File: src/lsu_pkg.sv
// ##################################################################
// load/store subsystem shared definitions
// funct3 access format as a packed union, size codes, data width
// ##################################################################
package lsu_pkg;

  // data and address width
  localparam int xlen = 32;

  // bytes per data word
  localparam int byte_lanes = 4;

  // access size codes from funct3[1:0], code 3 is invalid
  localparam logic [1:0] size_byte = 2'd0;
  localparam logic [1:0] size_half = 2'd1;
  localparam logic [1:0] size_word = 2'd2;

  // decoded view of funct3
  typedef struct packed {
    logic       is_unsigned;
    logic [1:0] size;
  } format_fields_t;

  // requester writes raw, the alignment block reads fields
  typedef union packed {
    logic [2:0]     raw;
    format_fields_t fields;
  } data_format_t;

endpackage

File: src/lsu_response_queue.sv
// ##################################################################
// response queue of the load/store subsystem
// in-order FIFO of load results, sent only against consumer credits
// ##################################################################
`timescale 1ns/1ns

module lsu_response_queue #(
  parameter int rsp_depth   = 4,
  parameter int rsp_credits = 2
) (
  input  logic                      clock,
  input  logic                      reset,
  input  logic                      push,
  input  logic [lsu_pkg::xlen-1:0]  load_data,
  output logic                      room,
  output logic                      rsp_valid,
  output logic [lsu_pkg::xlen-1:0]  rsp_data,
  input  logic                      rsp_credit
);

  localparam int ptr_w    = $clog2(rsp_depth);
  localparam int count_w  = $clog2(rsp_depth + 1);
  localparam int credit_w = $clog2(rsp_credits + 1);

  logic [lsu_pkg::xlen-1:0] fifo [rsp_depth];
  logic [ptr_w-1:0]         wr_ptr;
  logic [ptr_w-1:0]         rd_ptr;
  logic [count_w-1:0]       count;
  logic [credit_w-1:0]      credit_count;
  logic                     send;

  // head goes out whenever a result and a credit are both there
  assign send      = (count != '0) && (credit_count != '0);
  assign rsp_valid = send;
  assign rsp_data  = fifo[rd_ptr];

  // a push this cycle is a result already on its way in
  assign room = (int'(count) + int'(push)) < rsp_depth;

  always_ff @(posedge clock) begin
    if (push) begin
      fifo[wr_ptr] <= load_data;
    end
  end

  always_ff @(posedge clock) begin
    if (reset) begin
      wr_ptr       <= '0;
      rd_ptr       <= '0;
      count        <= '0;
      credit_count <= credit_w'(rsp_credits);
    end else begin
      if (push) begin
        wr_ptr <= (wr_ptr == ptr_w'(rsp_depth - 1)) ? '0 : wr_ptr + 1'b1;
      end
      if (send) begin
        rd_ptr <= (rd_ptr == ptr_w'(rsp_depth - 1)) ? '0 : rd_ptr + 1'b1;
      end
      case ({push, send})
        2'b10:   count <= count + 1'b1;
        2'b01:   count <= count - 1'b1;
        default: count <= count;
      endcase
      // a returned credit and a send in one cycle cancel out
      case ({rsp_credit, send})
        2'b10:   credit_count <= credit_count + 1'b1;
        2'b01:   credit_count <= credit_count - 1'b1;
        default: credit_count <= credit_count;
      endcase
    end
  end

endmodule

File: config.mk
export PLATFORM = sky130hd
export DESIGN_NAME = lsu_response_queue
export DESIGN_NICKNAME = d
export VERILOG_FILES = /design/src/lsu_pkg.sv /design/src/lsu_response_queue.sv
export SDC_FILE = /design/constraint.sdc
export NUM_CORES = 1
export LEC_CHECK = 0
export BUFFER_PORTS_ARGS = -buffer_cell sky130_fd_sc_hd__clkbuf_2
export CORE_MARGIN = 3
export CORE_UTILIZATION = 30
export DETAILED_ROUTE_END_ITERATION = 16
export GPL_ROUTABILITY_DRIVEN = 0
export PLACE_DENSITY = 0.52
export SYNTH_ARGS = -nofsm -noshare
export SYNTH_HDL_FRONTEND = slang
export SYNTH_SLANG_ARGS = --single-unit
File: constraint.sdc
create_clock -name clock -period 2.3 [get_ports clock]
set_input_delay 0.115 -clock clock [delete_from_list [all_inputs] [get_ports clock]]
set_output_delay 0.115 -clock clock [all_outputs]
set_load 0.01 [all_outputs]
==> results_dict.tcl, run 1 <==
set metrics [dict create \
    syn_avg_cell_area_um2 23.1 \
    timing.fmax_ghz 0.481 \
    dp_hpwl_um 6300 \
    regToRegEndpoint "count[2]$_SDFFE_PP0P_" \
    firstDrtPassIters 4 \
    worstSkewPairLatency_ns 0.41 \
    cp_data_arrival_time_ns 1.96 \
    drt-total-wl_um 9960 \
    synth-seq-cells 139 \
    antenna_cells 0 \
    power_density_nw_per_um2 1030 \
    via_per_inst 4.43 \
    cts_max_level 4 \
    crit_required_ns 2.18 \
    first_global_vias 2837 \
    grt_max_degree 20 \
    io_buffers 69 \
    synth.most_common_cell "edfxtp_1" \
    reg2reg_from "count[0]$_SDFFE_PP0P_" \
    grt_util_all_layers_pct 11.5 \
    preCtsSetupSlack_ns 0.308 \
    drc 0 \
    antenna_found_initial 0 \
    syn_to_final_growth_pct 29.4 \
    vias 2585 \
    start_util_pct 31.0 \
    worstMarginPinSlew_ns 0.500 \
    final_util_pct 40.1 \
    yosys.area.top_type "edfxtp_1" \
    holdWs_ns 0.0783 \
    yosysWarnings 0 \
    drv_cap 0 \
    path_clk_slew_ns 0.06 \
    synthCells 226 \
    min_from "push" \
    tns_ns 0 \
    synth_area_um2 5220 \
    drt_iter0_markers 128 \
    die_height_um 138 \
    final_hold_viol_count 0 \
    postRouteAntennaNets 0 \
    coreArea_um2 16800 \
    grt_first_pass_wirelength_um 15600 \
    boundaryPins 70 \
    yosysTopAreaCellShare_pct 73.7 \
    postSynth.asyncResetShare_pct 0 \
    cts_sinks 139 \
    status "complete, no violations" \
    drv_slew 0 \
    fin_worst_skew_ns 0.00485 \
    startpoint_type "flop" \
    leakagePower_nw 2.36 \
    holdPathStages 3 \
    synth_area_leaders "edfxtp_1, mux4_2, dfxtp_1" \
    num_rows 47 \
    worst-setup-path-type "reg2out" \
    wl_per_cell_um 17.1 \
    critPathCaptureType "output port" \
    finalCritPeriodShare_pct 90.3 \
    rsz0062_at_grt "no" \
    die_w_um 138 \
    clock_path_buffers 2 \
    synth_cell_type_count 26 \
    min_to "wr_ptr[1]$_SDFFE_PP0P_" \
    r2r.worst_path.cells 8 \
    hold_path_class "in2reg" \
    nNetsFinal 394 \
    overflow 0 \
    dieArea_um2 19000 \
    maxSlewHeadroom_pct 66.7 \
    fin_ws_ns 0.223 \
    synth_ff_type "edfxtp_1" \
    period_needed_ns 2.08 \
    cts_root_buffer "clkbuf_16" \
    seq_area_frac_synth_pct 77.9 \
    syn_nets 270 \
    fill_cells 1584 \
    power_mw 6.96 \
    peakVddDrop_mv 0.494 \
    rrSetupSlack_ns 0.28 \
    ys_top_cells_by_count "edfxtp_1, mux4_2, dfxtp_1, inv_1" \
    cts_tree "built" \
    synth-edff-count 128 \
    drive_above_1_share_pct 39.7 \
    numCtsBuffers 17 \
    setup_viol 0 \
    critPathMaxFanout 10 \
]
-- stage by stage --
stage,std cells,area [um2]
3_3_place_gp,518,5890
3_5_place_dp,518,5890
5_1_grt,583,6750
2_1_floorplan,226,5220
4_1_cts,583,6750
6_report,583,6750
-- how the worst max path moves through the flow --
stage / from / slack, ns / end
detailed placement: count[0]$_SDFFE_PP0P_ / 0.31 / count[2]$_SDFFE_PP0P_
floorplan: count[0]$_SDFFE_PP0P_ / 0.43 / count[2]$_SDFFE_PP0P_
finish: flop / 0.22 / rsp_data[27]
CTS: flop / 0.12 / rsp_data[5]
global placement: count[0]$_SDFFE_PP0P_ / 0.43 / count[2]$_SDFFE_PP0P_
global route: flop / 0.05 / rsp_data[2]
-- sequential cells by signal, indices dropped and copies added, names as in the netlist, named ones only --
signal / count
count: 3
rd_ptr: 2
wr_ptr: 2
fifo: 128
credit_count: 2
-- per-layer routing --
layer  wire (um)  track usage [%]  part of all wire [%]
met1        4280             13.9                    43
met2        5050             18.7                    51
met3         434             3.52                   4.4
met4         192             5.60                   1.9
met5           0                0                     0
-- worst max-delay path, cell delays in order (launching register included) --
cell and delay, ns:
dfxtp_2 0.53, buf_4 0.33, mux4_2 0.54, clkbuf_2 0.14
-- where the power goes --
part	internal (mW)	total, mW	leakage, nW	switching (mW)
Combinational	0.747	1.45	0.838	0.706
Sequential	2.92	3.06	1.27	0.139
Clock	1.46	2.45	0.256	0.984
-- area by class of cell --
type / count / area (um2) / share of cell area, %
Multi-Input combinational cell: 71 / 1040 / 15.4
Clock buffer: 18 / 429 / 6.36
Clock inverter: 14 / 105 / 1.56
Tap cell: 220 / 275 / 4.08
Sequential cell: 139 / 4070 / 60.2
Timing Repair Buffer: 113 / 808 / 12.0
Inverter: 8 / 30.0 / 0.445
-- timing repair --
action / in CTS / in global routing
hold buffers: 33 / 0
hold endpoints to repair: 134 / 0
setup buffers: 0 / 0
resized for setup: 0 / 0
endpoints found under the setup margin: 0 / 0
-- cell usage in the layout (no fill, tap or decap), types with 2 or more instances in the layout --
cell type / synthesis / layout
edfxtp_1: 128 / 128
clkbuf_2: 0 / 69
dlygate4sd3_1: 0 / 33
mux4_2: 30 / 30
clkbuf_16: 0 / 17
dfxtp_1: 11 / 9
inv_1: 8 / 8
nor2_1: 7 / 7
ha_1: 7 / 7
buf_4: 0 / 7
and2_2: 0 / 4
a21oi_1: 4 / 4
clkinv_1: 0 / 4
clkinv_2: 0 / 4
buf_12: 3 / 4
xor2_1: 3 / 3
clkinvlp_4: 0 / 3
mux4_1: 2 / 2
or3_1: 2 / 2
mux2i_1: 2 / 2
dfxtp_2: 0 / 2
-- logic make-up after synthesis --
kind of cell               Yosys count  share of synthesized area [%]
adders and majority gates            8                           2.06
xor gates and xnor gates             4                          0.672
DFF                                139                           77.9
muxes                               34                           14.3
buffers and inverters               16                           2.30
and+or+nand+nor                     17                           1.70
AOI/OAI and AO/OA                    8                           1.01
(Power assumes the default switching activity.)
==> run 2: changes to the inputs <==
- clock period: 2.3 -> 2.6 ns (I/O delays scaled with it)
==> results_dict.tcl, run 2 (synthesis results as in run 1) <==
set metrics [dict create \
    drive_above_1_share_pct 39.7 \
    syn_to_final_growth_pct 29.9 \
    cts_root_buffer "clkbuf_16" \
    dieArea_um2 19000 \
    cts_max_level 4 \
    p_int_mw 4.73 \
    rsz0062_at_grt "no" \
    dp_hpwl_um 5810 \
    p_sw_share_pct 25.9 \
    worstSkewPairLatency_ns 0.42 \
    leakagePower_nw 2.36 \
    final_cell_mix "edfxtp_1, clkbuf_2, dlygate4sd3_1, mux4_2, clkbuf_16" \
    tns_ns 0 \
    path_cells "buf_4 > mux4_2 > clkbuf_2" \
    die_w_um 138 \
    seq_power_share_pct 41.6 \
    io_buffers 69 \
    via_per_inst 4.36 \
    cp_data_arrival_time_ns 1.98 \
    met3_usage_pct 3.85 \
    dp.cells 514 \
    numCtsBuffers 17 \
    preCtsSetupSlack_ns 0.672 \
    power_density_nw_per_um2 941 \
    grtUsageMet1_pct 14.1 \
    drv_slew 0 \
    antenna_found_initial 0 \
    post_cts_buffers 0 \
    timing.fmax_ghz 0.474 \
    clock_path_buffers 2 \
    hold_path_class "in2reg" \
    top_usage_layer "met2" \
    critPathMaxFanout 17 \
    switching_power_mw 1.65 \
    wl_per_cell_um 16.9 \
    drv_cap 0 \
    regMostFlops "fifo" \
    nNetsFinal 389 \
    cts_tree "built" \
    cp_top_family "multiplexers" \
    path_clk_slew_ns 0.06 \
    hold_buffers 32 \
    start_util_pct 31.0 \
    grt_first_pass_wirelength_um 14800 \
    fin_ws_ns 0.490 \
    final_common_cell "edfxtp_1" \
    period_needed_ns 2.11 \
    crit_required_ns 2.47 \
    top_regs "fifo x128, count x3" \
    startpoint_type "flop" \
    die_height_um 138 \
    boundaryPins 70 \
    peakVddDrop_mv 0.509 \
    worst-setup-path-type "reg2out" \
    grt_util_all_layers_pct 10.9 \
    largest_reg_flops 128 \
    cts_resized 0 \
    met2_usage_pct 16.6 \
    power_frac_clock_pct 38.0 \
    finalCritPeriodShare_pct 81.1 \
    comb_power_share_pct 20.4 \
    vias 2521 \
    num_rows 47 \
    instances_no_fill 578 \
    critPathCaptureType "output port" \
    cts_sinks 139 \
    grt_max_degree 33 \
    antenna_cells 0 \
    holdWs_ns 0.0259 \
    drt_iter0_markers 86 \
    maxSlewHeadroom_pct 64.3 \
    coreArea_um2 16800 \
    fin_worst_skew_ns 0.00794 \
    setup_viol 0 \
    critPathMaxStageDelay_ns 0.57 \
    first_global_vias 2649 \
    drc 0 \
    final_hold_viol_count 0 \
    crit_buf_inv 2 \
    slowest_stage "mux4_2" \
    worstMarginPinSlew_ns 0.535 \
    firstDrtPassIters 4 \
    status "complete, no violations" \
    postRouteAntennaNets 0 \
    drt-total-wl_um 9750 \
    overflow 0 \
]
## run 2: per-layer routing
metal	part of all wire (%)	routed length, um
met1	46	4500
met2	48	4650
met3	4.5	437
met4	1.6	157
met5	0	0
## run 2: path summary, 6_finish.rpt
kind	start	end	slack [ns]	depth (start not counted)
max	flop	rsp_data[15]	0.49	3
min	reset	wr_ptr[0]$_SDFFE_PP0P_	0.03	2
max reg2reg	count[0]$_SDFFE_PP0P_	count[2]$_SDFFE_PP0P_	0.67	8
min reg2reg	rd_ptr[0]$_SDFFE_PP0N_	flop	0.49	2
## run 2: cell type report
cell class                      instances  area (um2)
Fill cell                            1567       10000
Sequential cell                       139        4070
Inverter                                8        30.0
Clock buffer                           17         425
Multi-Input combinational cell         71        1040
Timing Repair Buffer                  108         768
Clock inverter                         15         173
Tap cell                              220         275
## run 2: worst register-to-register path, stage by stage, from the launching register on
cell	delay, ns
dfxtp_1	0.39
o32ai_2	0.14
inv_1	0.11
ha_1	0.18
inv_1	0.06
fa_1	0.37
xor2_1	0.16
or3_1	0.31
a21oi_1	0.14
## run 2: stage by stage
stage	area (um2)	util [%]	total power, mW
after floorplan	5220	-	3.60
after global placement	5860	34.8	3.99
after detailed placement	5860	34.8	4.01
after CTS	6780	40.3	6.49
after global routing	6780	40.3	6.70
final	6780	40.3	6.38
## run 2: power groups by stage
| stage | clock (mW) | combinational [mW] | sequential [mW] |
|---|---|---|---|
| after global placement | 0 | 1.29 | 2.70 |
| after CTS | 2.48 | 1.35 | 2.66 |
| after floorplan | 0 | 0.919 | 2.68 |
| after global routing | 2.58 | 1.45 | 2.67 |
| final | 2.43 | 1.30 | 2.65 |
| after detailed placement | 0 | 1.31 | 2.70 |
==> run 3: changes to the inputs <==
- clock period: 2.6 -> 1.95 ns (I/O delays scaled with it)
==> results_dict.tcl, run 3 (synthesis results as in run 1) <==
set metrics [dict create \
    status "complete, no violations" \
    coreArea_um2 16800 \
    crit_required_ns 2.29 \
    boundaryPins 70 \
    final_common_cell "edfxtp_1" \
    worstSkewPairLatency_ns 0.42 \
    syn_to_final_growth_pct 29.2 \
    die_height_um 138 \
    leakagePower_nw 2.35 \
    die_w_um 138 \
    met2_usage_pct 17.0 \
    path_clk_slew_ns 0.06 \
    grt_util_all_layers_pct 11.0 \
    worstMarginPinSlew_ns 0.917 \
    met3_usage_pct 4.32 \
    antenna_cells 0 \
    fin_worst_skew_ns 0.00951 \
    dp_hpwl_um 5870 \
    regMostFlops "fifo" \
    finalCritPeriodShare_pct 93.1 \
    crit_buf_inv 2 \
    overflow 0 \
    cts_sinks 139 \
    drt_iter0_markers 83 \
    setup_viol 0 \
    timing.fmax_ghz 0.551 \
    maxSlewHeadroom_pct 38.9 \
    nNetsFinal 394 \
    drv_slew 0 \
    vias 2577 \
    postRouteAntennaNets 0 \
    cts_tree "built" \
    num_rows 47 \
    worst-setup-path-type "reg2reg" \
    dieArea_um2 19000 \
    power_density_nw_per_um2 1220 \
    period_needed_ns 1.82 \
    io_buffers 69 \
    start_util_pct 31.0 \
    rrSetupSlack_ns 0.13 \
    critPathMaxStageDelay_ns 0.38 \
    drc 0 \
    cts_max_level 4 \
    finalInstanceArea_um2 6740 \
    final_cell_mix "edfxtp_1, clkbuf_2, dlygate4sd3_1, mux4_2, clkbuf_16" \
    final_util_pct 40.1 \
    preCtsSetupSlack_ns -0.0517 \
    critPathCaptureType "flop" \
    grt_first_pass_wirelength_um 14800 \
    cp_data_arrival_time_ns 2.15 \
    fin_ws_ns 0.134 \
    largest_reg_flops 128 \
    firstDrtPassIters 4 \
    fill_cells 1573 \
    cts_root_buffer "clkbuf_16" \
    tns_ns 0 \
    clock_path_buffers 2 \
    wl_per_cell_um 16.5 \
    holdWs_ns 0.0660 \
    power_mw 8.20 \
    via_per_inst 4.42 \
    top_regs "fifo x128, count x3" \
    placed_cell_area_um2 5850 \
    cp_top_family "adder cells" \
    drive_above_1_share_pct 40.8 \
    grtUsageMet1_pct 13.7 \
    drt-total-wl_um 9640 \
    instances_no_fill 583 \
    drv_cap 0 \
    final_hold_viol_count 0 \
    startpoint_type "flop" \
    numCtsBuffers 17 \
    grt_max_degree 33 \
    path_cells "o32ai_4 > inv_2 > ha_2 > inv_1 > fa_2 > xor2_1 > or3_1 > a21oi_1" \
    antenna_found_initial 0 \
    critPathMaxFanout 3 \
    first_global_vias 2714 \
    hold_path_class "in2reg" \
    dp.cells 515 \
    top_usage_layer "met2" \
    peakVddDrop_mv 0.712 \
    slowest_stage "dfxtp_2" \
    rsz0062_at_grt "no" \
]
## run 3: timing repair
item	in CTS	in global routing
pin swaps	0	1
hold endpoints to repair	138	0
resized for setup	8	4
setup buffers	0	3
endpoints found under the setup margin	28	3
hold buffers	33	0
## run 3: worst paths after layout
kind,startpoint,endpoint,cells past startpoint
worst max-delay path,credit_count[0]$_SDFFE_PP0P_,count[2]$_SDFFE_PP0P_,8
worst min-delay path,push,wr_ptr[1]$_SDFFE_PP0P_,3
worst max register to register,credit_count[0]$_SDFFE_PP0P_,count[2]$_SDFFE_PP0P_,8
worst min register to register,rd_ptr[0]$_SDFFE_PP0N_,flop,2
## run 3: where the power goes
group	switching (mW)	internal [mW]	total, mW
Sequential	0.115	3.46	3.58
Combinational	0.905	0.957	1.86
Clock	1.08	1.68	2.76
## run 3: cell type report
| type | count | area [um2] | share of cell area [%] |
|---|---|---|---|
| Clock buffer | 28 | 487 | 7.22 |
| Inverter | 8 | 30.0 | 0.445 |
| Multi-Input combinational cell | 71 | 1050 | 15.6 |
| Clock inverter | 4 | 20.0 | 0.297 |
| Sequential cell | 139 | 4080 | 60.5 |
| Tap cell | 220 | 275 | 4.08 |
| Timing Repair Buffer | 113 | 796 | 11.8 |
## run 3: routing by layer
metal	vias up	wire length, um
li1	1172	-
met1	1323	4300
met2	63	4680
met3	19	481
met4	0	169
met5	-	0
## run 3: worst reg2reg max path, cell delays in order, from the launching register on
cell and delay (ns):
dfxtp_2 0.38, o32ai_4 0.10, inv_2 0.08, ha_2 0.18, inv_1 0.06, fa_2 0.34
xor2_1 0.15, or3_1 0.32, a21oi_1 0.14
