`src/lsu_pkg.sv`:
```
// ##################################################################
// load/store subsystem shared definitions
// funct3 access format as a packed union, size codes, data width
// ##################################################################
package lsu_pkg;

  // data and address width
  localparam int xlen = 32;

  // bytes per data word
  localparam int byte_lanes = 4;

  // access size codes from funct3[1:0], code 3 is invalid
  localparam logic [1:0] size_byte = 2'd0;
  localparam logic [1:0] size_half = 2'd1;
  localparam logic [1:0] size_word = 2'd2;

  // decoded view of funct3
  typedef struct packed {
    logic       is_unsigned;
    logic [1:0] size;
  } format_fields_t;

  // requester writes raw, the alignment block reads fields
  typedef union packed {
    logic [2:0]     raw;
    format_fields_t fields;
  } data_format_t;

endpackage

```
`src/lsu_request_queue.sv`:
```
// ##################################################################
// request queue of the load/store subsystem
// in-order FIFO of requests, one credit back per dequeued entry
// ##################################################################
`timescale 1ns/1ns

module lsu_request_queue #(
  parameter int req_depth = 4
) (
  input  logic                        clock,
  input  logic                        reset,
  input  logic                        req_valid,
  input  logic                        req_write,
  input  lsu_pkg::data_format_t       req_format,
  input  logic [lsu_pkg::xlen-1:0]    req_address,
  input  logic [lsu_pkg::xlen-1:0]    req_write_data,
  output logic                        req_credit,
  output logic                        head_valid,
  output logic                        head_write,
  output lsu_pkg::data_format_t       head_format,
  output logic [lsu_pkg::xlen-1:0]    head_address,
  output logic [lsu_pkg::xlen-1:0]    head_write_data,
  input  logic                        pop
);

  localparam int ptr_w   = $clog2(req_depth);
  localparam int count_w = $clog2(req_depth + 1);

  // entry storage
  logic                        write_q   [req_depth];
  lsu_pkg::data_format_t       format_q  [req_depth];
  logic [lsu_pkg::xlen-1:0]    address_q [req_depth];
  logic [lsu_pkg::xlen-1:0]    data_q    [req_depth];

  logic [ptr_w-1:0]   wr_ptr;
  logic [ptr_w-1:0]   rd_ptr;
  logic [count_w-1:0] count;
  logic               dequeue;

  assign head_valid      = (count != '0);
  assign head_write      = write_q[rd_ptr];
  assign head_format     = format_q[rd_ptr];
  assign head_address    = address_q[rd_ptr];
  assign head_write_data = data_q[rd_ptr];

  // the requester gets its credit back as soon as the entry leaves
  assign dequeue    = pop & head_valid;
  assign req_credit = dequeue;

  // payload, no overflow check since the requester holds credits
  always_ff @(posedge clock) begin
    if (req_valid) begin
      write_q[wr_ptr]   <= req_write;
      format_q[wr_ptr]  <= req_format;
      address_q[wr_ptr] <= req_address;
      data_q[wr_ptr]    <= req_write_data;
    end
  end

  always_ff @(posedge clock) begin
    if (reset) begin
      wr_ptr <= '0;
      rd_ptr <= '0;
      count  <= '0;
    end else begin
      if (req_valid) begin
        wr_ptr <= (wr_ptr == ptr_w'(req_depth - 1)) ? '0 : wr_ptr + 1'b1;
      end
      if (dequeue) begin
        rd_ptr <= (rd_ptr == ptr_w'(req_depth - 1)) ? '0 : rd_ptr + 1'b1;
      end
      case ({req_valid, dequeue})
        2'b10:   count <= count + 1'b1;
        2'b01:   count <= count - 1'b1;
        default: count <= count;
      endcase
    end
  end

endmodule

```
`config.mk`:
```
export PLATFORM = sky130hd
export DESIGN_NAME = lsu_request_queue
export DESIGN_NICKNAME = d
export VERILOG_FILES = /design/src/lsu_pkg.sv /design/src/lsu_request_queue.sv
export SDC_FILE = /design/constraint.sdc
export NUM_CORES = 1
export LEC_CHECK = 0
export ABC_AREA = 0
export ABC_CLOCK_PERIOD_IN_PS = 3400
export BUFFER_PORTS_ARGS = -buffer_cell sky130_fd_sc_hd__buf_2
export CORE_MARGIN = 1
export CORE_UTILIZATION = 30
export CTS_BUF_LIST = sky130_fd_sc_hd__clkbuf_2
export CTS_CLUSTER_SIZE = 25
export DETAILED_ROUTE_END_ITERATION = 10
export HOLD_SLACK_MARGIN = 0.03
export SLEW_MARGIN = 20
export SYNTH_ARGS = -nofsm -noshare
export SYNTH_HDL_FRONTEND = slang
export SYNTH_SLANG_ARGS = --single-unit
```
`constraint.sdc`:
```
create_clock -name clock -period 3.4 [get_ports clock]
set_clock_uncertainty 0.05 [all_clocks]
set_input_delay 0.85 -clock clock [delete_from_list [all_inputs] [get_ports clock]]
set_output_delay 0.85 -clock clock [all_outputs]
set_load 0.005 [all_outputs]
```
==> run summary, run 1 <==
Die X: 187 um
Status: finished, final reports clean
Worst Reg-to-Reg Cells: 8
Syn nets: 483
Arr. time, crit path: 2.28 ns
Max-slew violations: 0
Critical path endpoint category: output port
Initial Utilization: 0.306
Synthesized area: 10300 um^2
# rows: 67
Fin crit share: 0.935
Top cells by area, synth: edfxtp_1 79%, mux4_2 15%, dfxtp_1 1.8%, ha_1 0.73%, buf_12 0.58%
Share of total power in combinational logic: 0.179
H-tree depth: 3
Final wirelength: 20600 um
ANT nets after route: 0
Max-Cap Viols: 0
Antenna violations before repair: 1
Crit Path Max Fanout: 35
FF-to-FF End: count[2]
Yosys warnings: 0
Headroom to the max-slew limit: 0.586
Critical path data required time: 2.50 ns
Cell count after synthesis: 404
Reg2reg setup slack: 1.27 ns
Worst hold stages: 1
Final setup viols: 0
Via density: 4.36
Synth top area share: 0.794
Min Clock Period, post-route: 3.18 ns
Total power divided by cell area: 603 nW/um^2
Number of nets in the layout: 743
Tightest Hold Check Type: input port to flop
CTS sink cnt: 281
FF-to-FF Start: count[0]
Die H: 187 um
Synthesized flop and latch total: 281
F_max: 314 MHz
Prevailing post-synth register cell: edfxtp_1
First-pass GRT wire length: 32300 um
Design area: 12800 um^2
Post-synth ARST share: 0
1st-pass router iterations: 6
Top-count cell post-synth: edfxtp_1
Post-synth top cells: 272 x edfxtp_1, 68 x mux4_2, 9 x dfxtp_1
Clock buffer depth: 3
Sequential share of the synthesized area: 0.812
Sw Pwr: 2.01 mW
Average size of a mapped cell: 25.5 um^2
Detailed-route via count: 5096
TritonCTS Buffers: 72
Core Util, Final: 0.381
Post-DP Area: 11600 um^2
Largest net degree at the start of global routing: 37
CTS Root Cell: clkbuf_2
Clock slew at reported path FFs: 0.11 ns
Placed Cells: 984
Port Buffers: 141
Flop pwr share: 0.521
Gr ovfl total: 0
DP Wirelength: 11700 um
Maximum VDD drop: 0.000278 V
Clock share of power: 0.300
Setup crit end: head_write_data[20]
Die area: 35000 um^2
Lkg Pwr: 4.45 nW
Core area: 33600 um^2
Clock Latency Late Sink: 0.86 ns
Tot GR Track Use: 0.123
Placer congestion estimate: 0.649
Worst Hold Launch: req_write_data[14]
Netlist cell types: 21
Worst Max-Slew Pin Slew: 0.621 ns
Tot Pwr: 7.71 mW
Finished Layout Cells: 1170
Critical Path Start Type: flop
Post-DR wirelength/cell: 17.6 um
Switching share of power: 0.260
Area Overhead vs Synth: 24.5%
# IOs: 142
Hold Vio Cnt, Final: 0
Post-synth top area cell: edfxtp_1
WS Path Type: flop to output port
TritonCTS clock tree: yes
Share of cells above drive strength 1: 0.476
Number of global-route vias before repair: 5788
Residual DRC: 0
Post-synth EDFFs: 272
Internal power: 5.70 mW
Number of DRC markers in iteration 0: 260
==> power groups by stage <==
stage / sequential [mW] / combinational [mW] / clock, mW
floorplan: 4.08 / 0.885 / 0
global placement: 4.11 / 1.32 / 0
detailed placement: 4.12 / 1.34 / 0
CTS: 4.03 / 1.42 / 2.43
global route: 4.03 / 1.52 / 2.62
finish: 4.02 / 1.38 / 2.32
==> per-stage QoR <==
stage	setup slack (ns)	TNS (ns)	hold WS (ns)
finish	0.220	0	0.167
global route	-0.0256	-0.190	0.0233
CTS	0.0100	0	0.0305
detailed placement	0.844	0	0.430
global placement	0.887	0	0.426
floorplan	0.471	0	0.406
==> cell families (layout without fill, tap and decap cells) <==
family          count (synthesis)  count (layout)  synth area share
flops                         281             281             0.812
mux                            70              70             0.151
buf+inv                        23             338            0.0158
simple gates                   15              15           0.00754
fa+ha+maj                       7               7           0.00925
compound gates                  6               6           0.00316
xor+xnor                        2               2           0.00170
other cells                     0               3                 0
==> flip-flops by register name (all words and copies together), names as in the netlist, named ones only <==
name / cells
format_q: 12
wr_ptr: 2
data_q: 128
write_q: 4
rd_ptr: 2
address_q: 128
count: 3
==> what timing repair did <==
action | 4_1_cts | 5_1_grt
setup buffers | 1 | 1
resized for setup | 0 | 0
hold buffers | 52 | 0
setup endpoints to repair | 36 | 2
endpoints found under the hold margin | 181 | 0
==> cells in the final DEF (no fill, tap or decap) <==
| master | synthesis | routed |
|---|---|---|
| edfxtp_1 | 272 | 272 |
| buf_2 | 4 | 141 |
| clkbuf_2 | 0 | 108 |
| mux4_2 | 68 | 68 |
| dlygate4sd3_1 | 0 | 52 |
| clkinv_1 | 0 | 11 |
| inv_1 | 7 | 7 |
| dfxtp_1 | 9 | 7 |
| buf_12 | 3 | 7 |
| nor2_1 | 6 | 6 |
| ha_1 | 6 | 6 |
| and2_4 | 0 | 4 |
| a21oi_1 | 4 | 4 |
| inv_2 | 0 | 4 |
| clkinv_2 | 0 | 4 |
| diode_2 | 0 | 3 |
| or3_1 | 3 | 3 |
| xor2_1 | 2 | 2 |
| mux2i_1 | 2 | 2 |
| dfxtp_4 | 0 | 2 |
| bufinv_16 | 0 | 2 |
| o31ai_1 | 1 | 1 |
| nor3b_1 | 1 | 1 |
| nand2_1 | 1 | 1 |
| o21ai_0 | 1 | 1 |
| fa_1 | 1 | 1 |
| buf_4 | 4 | 1 |
| buf_8 | 0 | 1 |
==> critical path, cell delays in order (launching register included) <==
cell     delay, ns
dfxtp_4       0.39
buf_12        0.27
mux4_2        0.57
buf_2         0.15
==> worst min-delay path by stage <==
| stage | endpoint | slack [ns] |
|---|---|---|
| after global routing | data_q[0][0] | 0.02 |
| after CTS | address_q[3][16] | 0.03 |
| after global placement | flop | 0.43 |
| after detailed placement | flop | 0.43 |
| final | data_q[1][14] | 0.17 |
| after floorplan | flop | 0.41 |
==> cell type report <==
cell class / instances / area (um^2)
Antenna cell: 3 / 7.51
Clock buffer: 108 / 541
Clock inverter: 21 / 136
Fill cell: 3071 / 20800
Inverter: 7 / 26.3
Multi-Input combinational cell: 100 / 1780
Sequential cell: 281 / 8360
Tap cell: 448 / 561
Timing Repair Buffer: 202 / 1390
==> routing by layer <==
layer | global-route usage | wire (um)
met1 | 0.142 | 8350
met2 | 0.205 | 10300
met3 | 0.0478 | 1460
met4 | 0.0498 | 432
met5 | 0 | 0
Note: power is estimated with default switching activity, not from simulation.
==> run 2: changes to the inputs <==
CORE_MARGIN = 1.5   (was 1)
==> run summary, run 2 (same netlist as run 1, synthesis figures left out) <==
Area of the multi-input gates: 1780 um^2 (unchanged)
FF-to-FF Start: count[0] (unchanged)
Worst-path cell with the longest stage delay: mux4_2 (unchanged)
Worst hold stages: 1 (unchanged)
Most frequent cells in the layout: 272 x edfxtp_1, 141 x buf_2, 99 x clkbuf_2 (was 272 x edfxtp_1, 141 x buf_2, 108 x clkbuf_2)
Worst path max stage delay: 0.52 ns (was 0.57 ns)
Worst setup margin: 0.279 ns (was 0.220 ns)
Max-Cap Viols: 0 (unchanged)
M1 GR Usage: 0.141 (was 0.142)
CTS sink cnt: 281 (unchanged)
Critical path data required time: 2.50 ns (about the same)
Critical path endpoint category: output port (unchanged)
Gr ovfl total: 0 (unchanged)
Clock buffer depth: 3 (unchanged)
Min Clock Period, post-route: 3.12 ns (was 3.18 ns)
Antenna violations before repair: 1 (unchanged)
First-pass GRT wire length: 32400 um (was 32300 um)
Clock Latency Late Sink: 0.83 ns (was 0.86 ns)
RSZ-0062 raised after global routing: no
Number of nets in the layout: 756 (was 743)
CTS Root Cell: clkbuf_2 (unchanged)
Arr. time, crit path: 2.22 ns (was 2.28 ns)
TritonCTS clock tree: yes (unchanged)
Most used routing layer in global routing: met2 (unchanged)
Tot GR Track Use: 0.122 (was 0.123)
Headroom to the max-slew limit: 0.618 (was 0.586)
Detailed-route via count: 5093 (was 5096)
Number of DRC markers in iteration 0: 231 (was 260)
ANT nets after route: 0 (unchanged)
F_max: 320 MHz (was 314 MHz)
Area Overhead vs Synth: 26.2% (was 24.5%)
Buf/Inv on CP: 3 (was 2)
WS Path Type: flop to output port (unchanged)
Port Buffers: 141 (unchanged)
Final setup viols: 0 (unchanged)
Max-slew violations: 0 (unchanged)
Status: finished, final reports clean (unchanged)
Fin crit share: 0.918 (was 0.935)
Via density: 4.33 (was 4.36)
Post-DR wirelength/cell: 17.7 um (was 17.6 um)
Dpl ws: 0.833 ns (was 0.844 ns)
TritonCTS Buffers: 72 (unchanged)
Leading registers by flop count: address_q (128), data_q (128), format_q (12) (unchanged)
Placer congestion estimate: 0.685 (was 0.649)
Critical Path Stages: 4 (was 3)
# IOs: 142 (unchanged)
DP Wirelength: 12100 um (was 11700 um)
Worst Max-Slew Pin Slew: 0.573 ns (was 0.621 ns)
Reg2reg setup slack: 1.31 ns (was 1.27 ns)
Critical Path Start Type: flop (unchanged)
Share of cells above drive strength 1: 0.472 (was 0.476)
H-tree depth: 3 (unchanged)
Final wirelength: 20800 um (was 20600 um)
Hold EP: address_q[3][28] (was data_q[1][14])
Residual DRC: 0 (unchanged)
Largest net degree at the start of global routing: 41 (was 37)
Most common cell after layout, fill and taps aside: edfxtp_1 (unchanged)
Filler cells: 3069 (was 3071)
Final setup TNS: 0 ns (unchanged)
Worst Reg-to-Reg Cells: 8 (unchanged)
Storage element area: 8360 um^2 (unchanged)
Maximum VDD drop: 0.000342 V (was 0.000278 V)
Worst Hold Launch: req_address[28] (was req_write_data[14])
Crit Path Max Fanout: 14 (was 35)
Die X: 188 um (was 187 um)
Die area: 35400 um^2 (was 35000 um^2)
Resize count post-CTS: 0 (unchanged)
Number of global-route vias before repair: 5955 (was 5788)
Clock slew at reported path FFs: 0.11 ns (about the same)
# rows: 67 (unchanged)
Tightest Hold Check Type: input port to flop (unchanged)
Met3 usage: 0.0399 (was 0.0478)
Core area: 33600 um^2 (unchanged)
CP top delay family: multiplexers (unchanged)
GRT met2 Usage: 0.206 (was 0.205)
Lkg Pwr: 4.51 nW (was 4.45 nW)
Total power divided by cell area: 608 nW/um^2 (was 603 nW/um^2)
Die H: 188 um (was 187 um)
CP Cell Sequence: buf_12 -> buf_12 -> mux4_2 -> buf_2 (was buf_12 -> mux4_2 -> buf_2)
Crit-path most repeated cell: buf_12
Initial Utilization: 0.306 (unchanged)
1st-pass router iterations: 4 (was 6)
Hold Vio Cnt, Final: 0 (unchanged)
FF-to-FF End: count[2] (unchanged)
run 2: metal layers:
metal  part of all wire  vias up  routed length, um
li1                   -     2304                  -
met3              0.064       28               1340
met4              0.018        0                367
met1               0.41     2601               8570
met2               0.51      160              10500
met5                  0        -                  0
run 2: worst register-to-register path, stage by stage (launching register included):
cell and delay, ns:
dfxtp_1 0.36, o31ai_1 0.47, inv_1 0.12, ha_1 0.24, inv_1 0.08, fa_1 0.18, xor2_1 0.07, or3_1 0.31
a21oi_1 0.15
run 2: per-stage QoR:
step                 util  power [mW]  hold WS (ns)  std cells  cell area, um^2
detailed placement  0.345        5.49         0.456        989            11600
floorplan               -        4.96         0.406        404            10300
global placement    0.345        5.45         0.427        989            11600
global route        0.386        8.34        0.0521       1176            13000
CTS                 0.386        8.08        0.0308       1175            13000
finish              0.386        7.89         0.193       1176            13000
run 2: worst max path at each step:
stage / slack, ns / end / from
after floorplan: 0.47 / address_q[0][0] / req_valid
after global placement: 0.85 / head_address[9] / flop
after detailed placement: 0.83 / head_address[7] / flop
after CTS: 0.08 / head_write_data[27] / flop
after global routing: 0.1 / head_address[3] / flop
final: 0.28 / head_address[7] / flop
run 2: power breakdown:
part	internal [mW]	switching [mW]	total, mW
clock network	1.09	1.29	2.38
registers	3.96	0.0660	4.03
logic	0.828	0.654	1.48
total	5.88	2.01	7.89
run 2: layout make-up:
type / count / area share
flip-flops and latches: 281 / 0.644
inverters: 7 / 0.00202
multi-input cells: 100 / 0.137
clock buffers: 99 / 0.0382
diodes: 1 / 0.000193
repair buffers: 215 / 0.119
clock inverters: 25 / 0.0162
well taps: 448 / 0.0432
run 2: timing repair:
action                                  4_1_cts  5_1_grt
endpoints found under the setup margin       64        0
endpoints found under the hold margin       200        0
buffers inserted                              5        0
hold buffers                                 57        0
==> run 3: changes to the inputs <==
--- a/config.mk
+++ b/config.mk
@@ -19,2 +19,3 @@
 export SYNTH_HDL_FRONTEND = slang
 export SYNTH_SLANG_ARGS = --single-unit
+export TNS_END_PERCENT = 10
==> constraint.sdc (replaced) <==
create_clock -name clock -period 3.4 [get_ports clock]
set_clock_uncertainty 0.05 [all_clocks]
set_input_delay 0.17 -clock clock [delete_from_list [all_inputs] [get_ports clock]]
set_output_delay 0.17 -clock clock [all_outputs]
set_load 0.005 [all_outputs]
==> run summary, run 3 (same netlist as run 1, synthesis figures left out) <==
Status: finished, final reports clean (unchanged)
WS Path Type: flop to output port (unchanged)
Clock share of power: 0.293 (was 0.302)
CP Cell Sequence: buf_12 -> mux4_2 -> buf_2 (was buf_12 -> buf_12 -> mux4_2 -> buf_2)
Placer congestion estimate: 0.675 (was 0.685)
RSZ-0062 raised after global routing: no (unchanged)
TritonCTS clock tree: yes (unchanged)
# rows: 67 (unchanged)
Critical path endpoint category: output port (unchanged)
Storage element area: 8360 um^2 (unchanged)
Maximum VDD drop: 0.000329 V (was 0.000342 V)
1st-pass router iterations: 6 (was 4)
Most frequent cells in the layout: 272 x edfxtp_1, 141 x dlygate4sd3_1, 141 x buf_2 (was 272 x edfxtp_1, 141 x buf_2, 99 x clkbuf_2)
Residual DRC: 0 (unchanged)
Resize count post-CTS: 0 (unchanged)
FF-to-FF Start: count[0] (unchanged)
Core area: 33600 um^2 (unchanged)
Sw Pwr: 1.96 mW (was 2.01 mW)
Number of nets in the layout: 829 (was 756)
ANT nets after route: 0 (unchanged)
Die area: 35400 um^2 (unchanged)
Clock buffer depth: 3 (unchanged)
F_max: 354 MHz (was 320 MHz)
Most common cell after layout, fill and taps aside: edfxtp_1 (unchanged)
Worst hold stages: 4 (was 1)
Worst setup margin: 0.576 ns (was 0.279 ns)
Clock slew at reported path FFs: 0.09 ns (was 0.11 ns)
Tot GR Track Use: 0.120 (was 0.122)
Area of the multi-input gates: 1780 um^2 (unchanged)
Worst-path cell with the longest stage delay: dfxtp_4 (was mux4_2)
Detailed-route via count: 5442 (was 5093)
Core Util, Final: 0.405 (was 0.386)
Share of total power in combinational logic: 0.173 (was 0.188)
Fin crit share: 0.830 (was 0.918)
Number of DRC markers in iteration 0: 187 (was 231)
Dpl ws: 1.26 ns (was 0.833 ns)
Total power divided by cell area: 567 nW/um^2 (was 608 nW/um^2)
FF-to-FF End: count[0] (was count[2])
Worst path max stage delay: 0.71 ns (was 0.52 ns)
Reg2reg setup slack: 1.08 ns (was 1.31 ns)
Switching share of power: 0.254 (was 0.255)
Worst Max-Slew Pin Slew: 1.06 ns (was 0.573 ns)
Arr. time, crit path: 2.60 ns (was 2.22 ns)
Final wirelength: 20400 um (was 20800 um)
Die H: 188 um (unchanged)
Filler cells: 3011 (was 3069)
Hold EP: wr_ptr[1] (was address_q[3][28])
Clock Latency Late Sink: 0.80 ns (was 0.83 ns)
Crit Path Max Fanout: 31 (was 14)
Headroom to the max-slew limit: 0.292 (was 0.618)
Worst Reg-to-Reg Cells: 6 (was 8)
Internal power: 5.75 mW (was 5.88 mW)
Port Buffers: 141 (unchanged)
Tot Pwr: 7.71 mW (was 7.89 mW)
Min Clock Period, post-route: 2.82 ns (was 3.12 ns)
Share of cells above drive strength 1: 0.409 (was 0.472)
Gr ovfl total: 0 (unchanged)
CTS Root Cell: clkbuf_2 (unchanged)
Final setup TNS: 0 ns (unchanged)
Post-CTS Setup Inserts: 0 (was 5)
Final setup viols: 0 (unchanged)
Max-Cap Viols: 0 (unchanged)
Antenna violations before repair: 2 (was 1)
Number of global-route vias before repair: 6108 (was 5955)
Critical Path Start Type: flop (unchanged)
First-pass GRT wire length: 32400 um (about the same)
Via density: 4.37 (was 4.33)
CP top delay family: flip-flops (was multiplexers)
CTS sink cnt: 281 (unchanged)
DP Wirelength: 11400 um (was 12100 um)
# IOs: 142 (unchanged)
TritonCTS Buffers: 72 (unchanged)
Largest net degree at the start of global routing: 69 (was 41)
Flop pwr share: 0.534 (was 0.510)
Critical path data required time: 3.18 ns (was 2.50 ns)
Hold Slack: 0.212 ns (was 0.193 ns)
Hold Vio Cnt, Final: 0 (unchanged)
Post-CTS Hold Fix Bufs: 141 (was 57)
Tightest Hold Check Type: input port to flop (unchanged)
Leading registers by flop count: address_q (128), data_q (128), format_q (12) (unchanged)
Buf/Inv on CP: 2 (was 3)
Area Overhead vs Synth: 32.3% (was 26.2%)
Max-slew violations: 0 (unchanged)
Die X: 188 um (unchanged)
Worst Hold Launch: req_valid (was req_address[28])
Initial Utilization: 0.306 (unchanged)
Post-DR wirelength/cell: 16.4 um (was 17.7 um)
Lkg Pwr: 4.75 nW (was 4.51 nW)
H-tree depth: 3 (unchanged)
## run 3: power groups by stage
stage / logic (mW) / registers [mW] / clock network (mW)
after floorplan: 0.885 / 4.08 / 0
after global placement: 1.20 / 4.19 / 0
after detailed placement: 1.22 / 4.21 / 0
after CTS: 1.36 / 4.13 / 2.38
after global routing: 1.45 / 4.15 / 2.55
final: 1.34 / 4.12 / 2.26
## run 3: worst register-to-register path, stage by stage, from the launching register on
cell           delay [ns]
dfxtp_1              0.36
o31ai_1              0.52
inv_1                0.13
ha_1                 0.39
xor2_1               0.16
nor2_1               0.05
dlygate4sd3_1        0.56
## run 3: layer usage
layer,up-vias,wire (um),global-route usage,part of all wire
met1,2774,8240,0.138,0.40
met4,0,371,0.0563,0.018
met2,181,10400,0.202,0.51
met3,32,1350,0.0401,0.066
li1,2455,-,-,-
met5,-,0,0,0
## run 3: worst max path at each step
stage	start	to	slack, ns	cells after the start
final	flop	head_address[19]	0.58	3
after global routing	flop	head_address[19]	0.24	3
after CTS	flop	head_address[15]	0.30	3
after global placement	flop	head_address[16]	1.33	3
after detailed placement	count[1]	count[2]	1.26	8
after floorplan	wr_ptr[0]	address_q[3][0]	0.77	2
## run 3: final cells by class
class                   count  share of cell area
flip-flops and latches    281               0.614
repair buffers            288               0.164
multi-input cells         100               0.131
well taps                 448              0.0412
clock buffers              97              0.0357
clock inverters            21              0.0118
inverters                   7             0.00193
diodes                      2            0.000368
## run 3: through the flow
stage                     cells  area [um^2]
after detailed placement    981        11500
after global routing       1244        13600
final                      1244        13600
after global placement      981        11500
after floorplan             404        10300
after CTS                  1240        13600
